--- config.mk ---
export PLATFORM = sky130hd
export DESIGN_NAME = fetchTop
export DESIGN_NICKNAME = d
export VERILOG_FILES = /design/src/fetchPkg.sv /design/src/branchPredecoder.sv /design/src/fetchTop.sv /design/src/instrFetchPort.sv /design/src/programCounter.sv
export VERILOG_INCLUDE_DIRS = /design/src
export SDC_FILE = /design/constraint.sdc
export NUM_CORES = 1
export LEC_CHECK = 0
export BUFFER_PORTS_ARGS = -buffer_cell sky130_fd_sc_hd__buf_2
export CAP_MARGIN = 10
export CORE_MARGIN = 1.5
export CORE_UTILIZATION = 51
export CTS_CLUSTER_DIAMETER = 150
export DETAILED_ROUTE_END_ITERATION = 10
export MAX_ROUTING_LAYER = met4
export PLACE_DENSITY = 0.77
export SLEW_MARGIN = 25
export SYNTH_ARGS = -nofsm -noshare
export SYNTH_HDL_FRONTEND = slang
export SYNTH_SLANG_ARGS = --single-unit
--- constraint.sdc ---
create_clock -name clk -period 3.25 [get_ports clk]
set_input_delay 0.4875 -clock clk [delete_from_list [all_inputs] [get_ports clk]]
set_output_delay 0.4875 -clock clk [all_outputs]
set_load 0.01 [all_outputs]
--- src/fetchUnit_config.svh ---
`ifndef FETCHUNIT_CONFIG_SVH
`define FETCHUNIT_CONFIG_SVH

// Instruction address and word widths
`define ADDR_W 16
`define DATA_W 16

// Major opcodes in instr[15:12]
`define OP_BEQZ 4'hC  // Relative branch if operand is zero
`define OP_JR   4'hD  // Register jump, minor opcode scales the offset

`endif

--- src/fetchPkg.sv ---
`default_nettype none

`include "fetchUnit_config.svh"

package fetchPkg;

    // Word handed to the execute stage
    typedef struct packed {
        logic [`ADDR_W-1:0] pc;
        logic [`DATA_W-1:0] instr;
        logic               predictedTaken;
    } fetchPacketT;

    // Predecode of one fetched word
    typedef struct packed {
        logic               isBranch;
        logic               isJump;
        logic               predictTaken;
        logic [`ADDR_W-1:0] takenTarget;  // JR carries its scaled offset here
    } predecodeT;

    // Branch or jump outcome from execute
    typedef struct packed {
        logic               valid;
        logic [`DATA_W-1:0] operandA;
    } resolveT;

    typedef struct packed {
        logic               valid;
        logic               mispredict;
        logic [`ADDR_W-1:0] linkAddress;
    } resolveResultT;

    // AXI4-Lite read address channel payload
    typedef struct packed {
        logic [`ADDR_W-1:0] araddr;
        logic [2:0]         arprot;
    } axiArT;

    // AXI4-Lite read data channel payload
    typedef struct packed {
        logic [`DATA_W-1:0] rdata;
        logic [1:0]         rresp;
    } axiRT;

endpackage

`default_nettype wire

--- src/branchPredecoder.sv ---
`timescale 1ns/1ps
`default_nettype none

`include "fetchUnit_config.svh"

module branchPredecoder (
    input  wire [`ADDR_W-1:0] pc,
    input  wire [`DATA_W-1:0] instr,
    output fetchPkg::predecodeT decoded
);
    localparam logic [`ADDR_W-1:0] One = 1;

    logic [3:0]         opcode;
    logic [3:0]         minorOp;
    logic [7:0]         imm;
    logic [`ADDR_W-1:0] immExt;
    logic [`ADDR_W-1:0] branchTarget;
    logic [`ADDR_W-1:0] jumpOffset;

    assign opcode  = instr[15:12];
    assign minorOp = instr[3:0];
    assign imm     = instr[7:0];

    // Relative to the word after the branch
    assign immExt       = {{(`ADDR_W - 8){imm[7]}}, imm};
    assign branchTarget = pc + One + immExt;

    // Minor opcode times eight, operand A added at resolve
    assign jumpOffset = {{(`ADDR_W - 7){1'b0}}, minorOp, 3'b000};

    always_comb begin
        decoded = '0;
        case (opcode)
            `OP_BEQZ: begin
                decoded.isBranch     = 1'b1;
                decoded.predictTaken = imm[7];  // Backward taken, forward not
                decoded.takenTarget  = branchTarget;
            end
            `OP_JR: begin
                decoded.isJump      = 1'b1;
                decoded.takenTarget = jumpOffset;
            end
            default: begin
                decoded.takenTarget = pc + One;  // Plain fall-through
            end
        endcase
    end

endmodule

`default_nettype wire

--- src/fetchTop.sv ---
`timescale 1ns/1ps
`default_nettype none

module fetchTop (
    input  wire                           clk,
    input  wire                           rstN,
    output wire                           arValid,
    input  wire                           arReady,
    output wire fetchPkg::axiArT          ar,
    input  wire                           rValid,
    output wire                           rReady,
    input  wire fetchPkg::axiRT           r,
    output wire fetchPkg::fetchPacketT    pkt,
    output wire                           pktValid,
    input  wire                           pktReady,
    input  wire fetchPkg::resolveT        resolve,
    output wire fetchPkg::resolveResultT  resolveResult
);
    wire                      rspValid;
    wire [15:0]               rspData;
    wire fetchPkg::predecodeT decoded;
    wire                      rspKeep;
    wire [15:0]               fetchPc;
    wire                      fetchHold;
    wire                      squash;
    wire                      predictedTaken;

    instrFetchPort port (
        .clk            (clk),
        .rstN           (rstN),
        .fetchPc        (fetchPc),
        .fetchHold      (fetchHold),
        .squash         (squash),
        .rspKeep        (rspKeep),
        .arValid        (arValid),
        .arReady        (arReady),
        .ar             (ar),
        .rValid         (rValid),
        .rReady         (rReady),
        .r              (r),
        .rspValid       (rspValid),
        .rspData        (rspData),
        .predictedTaken (predictedTaken),
        .pkt            (pkt),
        .pktValid       (pktValid),
        .pktReady       (pktReady)
    );

    // Word address is the held PC
    branchPredecoder predecoder (
        .pc      (fetchPc),
        .instr   (rspData),
        .decoded (decoded)
    );

    programCounter pcUnit (
        .clk            (clk),
        .rstN           (rstN),
        .rspValid       (rspValid),
        .decoded        (decoded),
        .resolve        (resolve),
        .rspKeep        (rspKeep),
        .fetchPc        (fetchPc),
        .fetchHold      (fetchHold),
        .squash         (squash),
        .predictedTaken (predictedTaken),
        .resolveResult  (resolveResult)
    );

endmodule

`default_nettype wire

--- src/instrFetchPort.sv ---
`timescale 1ns/1ps
`default_nettype none

module instrFetchPort (
    input  wire                  clk,
    input  wire                  rstN,
    input  wire [15:0]           fetchPc,
    input  wire                  fetchHold,
    input  wire                  squash,
    input  wire                  rspKeep,
    output logic                 arValid,
    input  wire                  arReady,
    output fetchPkg::axiArT      ar,
    input  wire                  rValid,
    output logic                 rReady,
    input  wire fetchPkg::axiRT  r,
    output logic                 rspValid,
    output logic [15:0]          rspData,
    input  wire                  predictedTaken,
    output fetchPkg::fetchPacketT pkt,
    output logic                 pktValid,
    input  wire                  pktReady
);
    localparam logic [2:0] ArProtInstr = 3'b100;  // Unprivileged, secure, instruction

    typedef enum logic [1:0] {
        Idle,
        AddrPhase,
        DataPhase
    } stateT;

    stateT       state;
    logic        drop;      // Response belongs to squashed path
    logic        slotFree;
    logic        issue;
    logic [15:0] araddrQ;

    // Slot is empty or drains this cycle, so the response will land
    assign slotFree = !pktValid || pktReady;
    assign issue    = (state == Idle) && !fetchHold && !squash && slotFree;

    assign arValid   = state == AddrPhase;
    assign ar.araddr = araddrQ;
    assign ar.arprot = ArProtInstr;
    assign rReady    = 1'b1;

    assign rspValid = (state == DataPhase) && rValid && !drop;
    assign rspData  = r.rdata;  // rresp not checked

    always_ff @(posedge clk or negedge rstN) begin
        if (!rstN) begin
            state <= Idle;
            drop  <= 1'b0;
        end else begin
            case (state)
                Idle:      if (issue) state <= AddrPhase;
                AddrPhase: if (arReady) state <= DataPhase;
                DataPhase: if (rValid) state <= Idle;
                default:   state <= Idle;
            endcase

            if (state == DataPhase && rValid) begin
                drop <= 1'b0;
            end else if (squash && state != Idle) begin
                drop <= 1'b1;
            end
        end
    end

    always_ff @(posedge clk) begin
        if (issue) begin
            araddrQ <= fetchPc;
        end
    end

    // Packet slot
    always_ff @(posedge clk or negedge rstN) begin
        if (!rstN) begin
            pktValid <= 1'b0;
        end else if (squash) begin
            pktValid <= 1'b0;
        end else if (rspKeep) begin
            pktValid <= 1'b1;
        end else if (pktReady) begin
            pktValid <= 1'b0;
        end
    end

    always_ff @(posedge clk) begin
        if (rspKeep) begin
            pkt.pc             <= fetchPc;  // PC holds while its read is out
            pkt.instr          <= rspData;
            pkt.predictedTaken <= predictedTaken;
        end
    end

endmodule

`default_nettype wire

--- src/programCounter.sv ---
`timescale 1ns/1ps
`default_nettype none

module programCounter (
    input  wire                     clk,
    input  wire                     rstN,
    input  wire                     rspValid,
    input  wire fetchPkg::predecodeT decoded,
    input  wire fetchPkg::resolveT  resolve,
    output logic                    rspKeep,
    output logic [15:0]             fetchPc,
    output logic                    fetchHold,
    output logic                    squash,
    output logic                    predictedTaken,
    output fetchPkg::resolveResultT resolveResult
);
    logic [15:0] pc;
    logic        speculating;
    logic        pendingJump;
    logic        blocked;        // Control word refused while speculating

    // Checkpoint of the branch or jump in flight
    logic        ckptPredTaken;
    logic [15:0] rollback;       // Branch address plus one
    logic [15:0] ckptTarget;
    logic [3:0]  savedMinor;

    logic        controlWord;
    logic        resolveBranch;
    logic        resolveJump;
    logic        actualTaken;
    logic        mispredict;
    logic [15:0] correctTarget;
    logic [15:0] jumpTarget;
    logic [15:0] pcInc;
    logic [15:0] nextPc;

    logic        resultValid;
    logic        resultMispredict;
    logic [15:0] resultLink;

    assign controlWord   = decoded.isBranch || decoded.isJump;
    assign resolveBranch = resolve.valid && speculating;
    assign resolveJump   = resolve.valid && pendingJump;

    // BEQZ is taken when operand A is zero
    assign actualTaken   = resolve.operandA == 16'd0;
    assign mispredict    = resolveBranch && (actualTaken != ckptPredTaken);
    assign correctTarget = actualTaken ? ckptTarget : rollback;

    assign savedMinor = ckptTarget[6:3];
    assign jumpTarget = resolve.operandA + {9'd0, savedMinor, 3'b000};

    assign squash = mispredict || resolveJump;

    // A second branch or jump waits for the current one to resolve
    assign rspKeep   = rspValid && !squash && !(speculating && controlWord);
    assign fetchHold = pendingJump || blocked;
    assign fetchPc   = pc;

    assign predictedTaken = decoded.isBranch && decoded.predictTaken;
    assign pcInc          = pc + 16'd1;

    always_comb begin
        nextPc = pc;
        if (mispredict) begin
            nextPc = correctTarget;
        end else if (resolveJump) begin
            nextPc = jumpTarget;
        end else if (rspKeep) begin
            if (decoded.isBranch) begin
                nextPc = decoded.predictTaken ? decoded.takenTarget : pcInc;
            end else if (!decoded.isJump) begin
                nextPc = pcInc;
            end
            // Jump keeps the PC until its target is known
        end
    end

    always_ff @(posedge clk or negedge rstN) begin
        if (!rstN) begin
            pc          <= 16'd0;
            speculating <= 1'b0;
            pendingJump <= 1'b0;
            blocked     <= 1'b0;
        end else begin
            pc <= nextPc;

            if (resolveBranch) begin
                speculating <= 1'b0;
            end else if (rspKeep && decoded.isBranch) begin
                speculating <= 1'b1;
            end

            if (resolveJump) begin
                pendingJump <= 1'b0;
            end else if (rspKeep && decoded.isJump) begin
                pendingJump <= 1'b1;
            end

            // Refused word is refetched from the held PC
            if (resolve.valid) begin
                blocked <= 1'b0;
            end else if (rspValid && speculating && controlWord) begin
                blocked <= 1'b1;
            end
        end
    end

    always_ff @(posedge clk) begin
        if (rspKeep && controlWord) begin
            ckptPredTaken <= predictedTaken;
            rollback      <= pcInc;
            ckptTarget    <= decoded.takenTarget;
        end
    end

    // Result goes back one cycle after the resolve pulse
    always_ff @(posedge clk or negedge rstN) begin
        if (!rstN) begin
            resultValid <= 1'b0;
        end else begin
            resultValid <= resolve.valid;
        end
    end

    always_ff @(posedge clk) begin
        if (resolve.valid) begin
            resultMispredict <= mispredict;
            resultLink       <= rollback;
        end
    end

    assign resolveResult.valid       = resultValid;
    assign resolveResult.mispredict  = resultMispredict;
    assign resolveResult.linkAddress = resultLink;

endmodule

`default_nettype wire

# --- Word-level counts from Yosys, hierarchy flattened ---
# Cells that the tools add are included.
classes:
  n_addsub: 3
  eq_ne: 9
  mux: 26
  n_reduce_logical: 38
ops:
  columns: ["operator", "n"]
  rows:
  - ["$mux 16", 7]
  - ["$pmux 16 s2", 1]
  - ["$logic_and 1x1->1", 18]
  - ["$add 16x1->16 const B", 1]
  - ["$add 16x16->16", 1]
  - ["$add 16x7->16", 1]
  - ["$logic_not 16->1", 1]
  - ["$mux 1", 14]
  - ["$reduce_bool 2->1", 5]
  - ["$eq 4x4->1 const B", 2]
  - ["$mux 2", 3]
  - ["$pmux 2 s3", 1]
  - ["$reduce_bool 3->1", 2]
  - ["$logic_not 1->1", 5]
  - ["$logic_or 1x1->1", 4]
  - ["$ne 2x1->1 const B", 2]
  - ["$ne 4x3->1 const B", 1]
  - ["$reduce_and 3->1", 1]
  - ["$eq 2x1->1 const B", 1]
  - ["$eq 2x2->1 const B", 1]
  - ["$logic_not 2->1", 1]
  - ["$ne 2x2->1 const B", 1]
  - ["$reduce_and 2->1", 1]
  - ["$ne 1x1->1", 1]
word_totals:
  regBits: 123
  input_bits: 40
  output_inout_bits: 73
  elab_cells: 93

# --- Longest topological paths before layout ---
logic_depth:
  depth_word: 10
  ltp_mapped: 13
  mapped_depth_nobuf: 12

# --- Hierarchy ---
# Synthesis repeated with hierarchy kept, for this count alone.
unflattened:
  hier_cells: 601
  area_unflattened_um2: 6887.9
modules_own_cells:
  columns: ["mod", "instances", "cells_per_inst", "area_each_um2", "seq_area_each_um2"]
  rows:
  - ["programCounter", 1, 321, 3676.0, 2001.9]
  - ["instrFetchPort", 1, 88, 1836.8, 1571.5]
  - ["branchPredecoder", 1, 192, 1375.1, 0.0]

# --- Least setup slack after synthesis ---
# No wires, ideal clock.
synth_path:
  path_kind: "input-to-reg"
  startpoint: "input resolve[2] (netlist name)"
  endpoint: "register port.pkt[0] (netlist name)"
  setup_time_ns: 0.423
  t_arrival_ns: 2.811
  required_ns: 2.827
  setup_slack_ns: 0.016
  cell_stages: 6
  path_buffers: 1
  cell_sequence: "nor4_1 > nand4_1 > buf_4 > mux2i_4 > nand2_1 > nor2_1"
synth_via:
  elab_chain_cells: 7
synth_rtl:
  columns: ["element", "line", "source"]
  rows:
  - ["start: declaration", "fetchTop.sv:16", "input wire fetchPkg::resolveT resolve,"]
  - ["$logic_not 16->1", "programCounter.sv:47", "assign actualTaken = resolve.operandA == 16'd0;"]
  - ["$ne 1x1->1", "programCounter.sv:48", "assign mispredict = resolveBranch && (actualTaken != ckptPredTaken);"]
  - ["$logic_and 1x1->1", "programCounter.sv:48", null]
  - ["$logic_or 1x1->1", "programCounter.sv:54", "assign squash = mispredict || resolveJump;"]
  - ["$logic_not 1->1", "programCounter.sv:57", "assign rspKeep = rspValid && !squash && !(speculating && controlWord);"]
  - ["$logic_and 1x1->1 (2 in series)", "programCounter.sv:57", null]
  - ["net pcUnit.rspKeep", "programCounter.sv:10", "output logic rspKeep,"]
# The timed path passes the listed nets, and every way through them passes these cells.
# A chain may end at the register's enable or synchronous reset.

==> run metrics <==
clk root buf=clkbuf_16; Max-cap violations=0; Layout Utilization=69.1%; Horiz. Die Dim=~120 um; Die Ht=116 um; Hold Fails Final Rpt=0; Max Buffers Root-to-Sink=2; grt total ovfl=0; Seq/Total Area, Yosys=55.2%; switching power total=about 2.6 mW; critical path capture point=pcUnit.ckptTarget[14]; vias per cell=5.91; asr flop ratio synth=between 10% and 20%; CP Capture Type=flop; DP Wirelength=12.8 mm; Final Power=7.39 mW; # IOs=113; status=finished, final reports clean; r2r endpoint=pcUnit.ckptTarget[14]; H-tree levels=4; Core Footprint=between 0.01 and 0.015 mm2; Post-CTS Hold Fix Bufs=0; DR pass1 iterations=5; most common cell after layout, fill and taps aside=buf_2; Initial Util=a little over half; Seq cells post-synth=around 120; FF/Latch Area=0.00357 mm2; Avg WL per Cell=20.1 um; Setup crit start kind=flop; CTS buffer count=17; critical path class=reg -> reg; fin crit period=approximately 3200 ps; Clock Latency Late Sink=430 ps; sequential share of power=approximately a third; cell leakage power=3.46 nW; vias in the first global route=4964; GPL Wtd Cong=0.952; RSZ-0062 raised after global routing=yes; Routed Antenna Nets=0; Crit. Startpoint=pcUnit.fetchPc[1]; Setup WS pre-CTS=-19.3 ps; crit path max fanout=5; slew margin rel.=around half; die area=0.0134 mm2; GRT Total Usage=29.1%; worst slew pin tran=722 ps; leading cell types in the layout, fill and taps excluded=buf_2 (106), edfxtp_1 (99), buf_4 (60); largest net degree at the start of global routing=35; Netlist cell types=73; share of layout cells above drive strength 1=around a third; port buffer count=106; FF-to-FF Start=pcUnit.fetchPc[1]; Nets=787; WL final=between 15 and 20 mm; Remaining DRCs=0; crit path DAT=3460 ps; first-pass GRT wire length=27.4 mm; Power per Cell Area=~880 mW/mm2; Area Growth Syn to Fin=30.3%; Clk pwr share=27.0%; Pins Over Slew Limit=0; Final period util=between 90% and 100%; Worst VDD drop=383 uV; hold crit path type=in -> async; clk_skew=approximately 11 ps; multi-input logic area=0.00290 mm2; Syn. warnings=0; Syn Inst Count=555; worst r2r path cells=14; R2R setup slack=70 ps; initial antenna violation count=0; Avg Cell Area, Syn=11.7 um2; Logic pwr share=41.0%; Worst Path Required=3520 ps; mapped cell area=0.00647 mm2; final worst slack=65.5 ps; vias=about 5300; max frequency=314 MHz; # clock sinks=~120; diodes inserted=0; Sw Ratio=between 30 and 40%; filler instances=909; placement row count=40; Post-synth top flop=edfxtp_1; Int Power=4.78 mW; EDFF count, synth=approximately 100; Setup Viol. Count Final=0; CTS tree=yes; initial drt markers=575; placed insts=862; Finished Layout Cells=~900; Clock transition at path regs=around 60 ps
## state kept, by name, indices dropped and copies added (netlist names)
register / cells
pcUnit.ckptTarget: 16
port.araddrQ: 16
pcUnit.rollback: 16
pcUnit.blocked: 1
pcUnit.pendingJump: 1
pcUnit.resultLink: 16
port.pkt: 33
pcUnit.resultMispredict: 1
pcUnit.speculating: 1
pcUnit.ckptPredTaken: 1
pcUnit.resultValid: 1
port.state: 2
pcUnit.fetchPc: 16
port.pktValid: 1
port.drop: 1
## critical path, stage by stage, from the launching register on
cell	delay, ps
dfrtp_1	430
buf_4	160
nand3_4	140
nor3_4	260
and3_4	230
xor2_2	150
buf_4	160
ha_2	290
buf_4	150
a21oi_1	120
nor2b_1	70
or4_1	480
o22ai_2	190
o21ai_1	100
o21ai_0	100
## power groups by stage
stage	registers (mW)	logic [mW]	clock network, mW
after global routing	2.40	3.28	2.07
after floorplan	2.46	1.55	0
after global placement	2.36	2.60	0
after detailed placement	2.38	2.66	0
after CTS	2.36	2.72	2.02
final	2.36	3.03	2.00
## layout make-up
cell class | instances | share of cell area (%)
inverters | 21 | 0.964
well taps | 168 | 2.49
repair buffers | 170 | 12.4
clock inverters | 14 | 2.30
multi-input cells | 389 | 34.4
flip-flops and latches | 123 | 42.4
clock buffers | 18 | 5.09
## worst min-delay path by stage
stage / slack [ps] / from / to
floorplan: 190 / rstN / pcUnit.blocked
global placement: 430 / pcUnit.rollback[10] / pcUnit.resultLink[10]
detailed placement: 430 / pcUnit.rollback[11] / pcUnit.resultLink[11]
CTS: 80 / rstN / pcUnit.fetchPc[3]
global route: 120 / rstN / pcUnit.fetchPc[3]
finish: 70 / rstN / pcUnit.fetchPc[3]
## metrics by stage
| stage | hold WS, ps | instance area (um2) | setup TNS (ps) |
|---|---|---|---|
| finish | 74.3 | 8440 | 0 |
| global route | 118 | 8440 | -245 |
| CTS | 77.7 | 8180 | 0 |
| detailed placement | 434 | 7530 | -19.3 |
| global placement | 432 | 7530 | 0 |
| floorplan | 192 | 6480 | 0 |
## Yosys cell counts, types with 4 or more instances
library cell	number	area [um2]
edfxtp_1	99	2970
a21oi_1	39	195
nand2_1	36	135
nor2_1	34	128
o21ai_0	25	125
dfrtp_1	24	601
ha_1	23	288
inv_1	19	71.3
nand3_1	19	95.1
xnor2_1	15	131
xor2_1	14	123
mux2i_1	13	130
nor3_1	13	65.1
a21o_1	12	90.1
o211ai_1	11	82.6
or3_1	10	62.6
nand4_1	9	56.3
nor4_1	9	56.3
o21a_1	9	67.6
buf_4	8	60.1
buf_2	7	35.0
clkbuf_1	7	26.3
nand2b_1	6	37.5
a211oi_1	5	37.5
a221oi_1	5	43.8
a31oi_1	5	31.3
and3_1	4	25.0
nor3b_1	4	30.0
o31a_1	4	35.0
## cell families after synthesis
logic type | count (synthesis) | synth area share, %
AND/OR/NAND/NOR | 166 | 13.8
AO/OA/AOI/OAI | 149 | 15.8
flip-flops | 123 | 55.2
buffers and inverters | 45 | 3.36
XOR/XNOR | 29 | 3.92
adder cells (fa/ha/maj) | 25 | 5.06
multiplexers | 16 | 2.71
other | 2 | 0.116
## per-layer routing
metal  vias to the layer above  GRT usage [%]  share of wire, %
met5                         -              -                 0
met4                         0           12.4               3.4
met3                        50           5.86               8.2
met2                       275           43.4                46
met1                      2546           39.1                43
li1                       2468              -                 -
## what timing repair did
item / CTS / global route
gates resized for setup: 3 / 36
setup buffers: 1 / 8
endpoints found under the setup margin: 3 / 12
gates cloned: 0 / 0
pin swaps: 2 / 12
hold endpoints to repair: 0 / 0
Note: power is estimated with default switching activity, not from simulation.
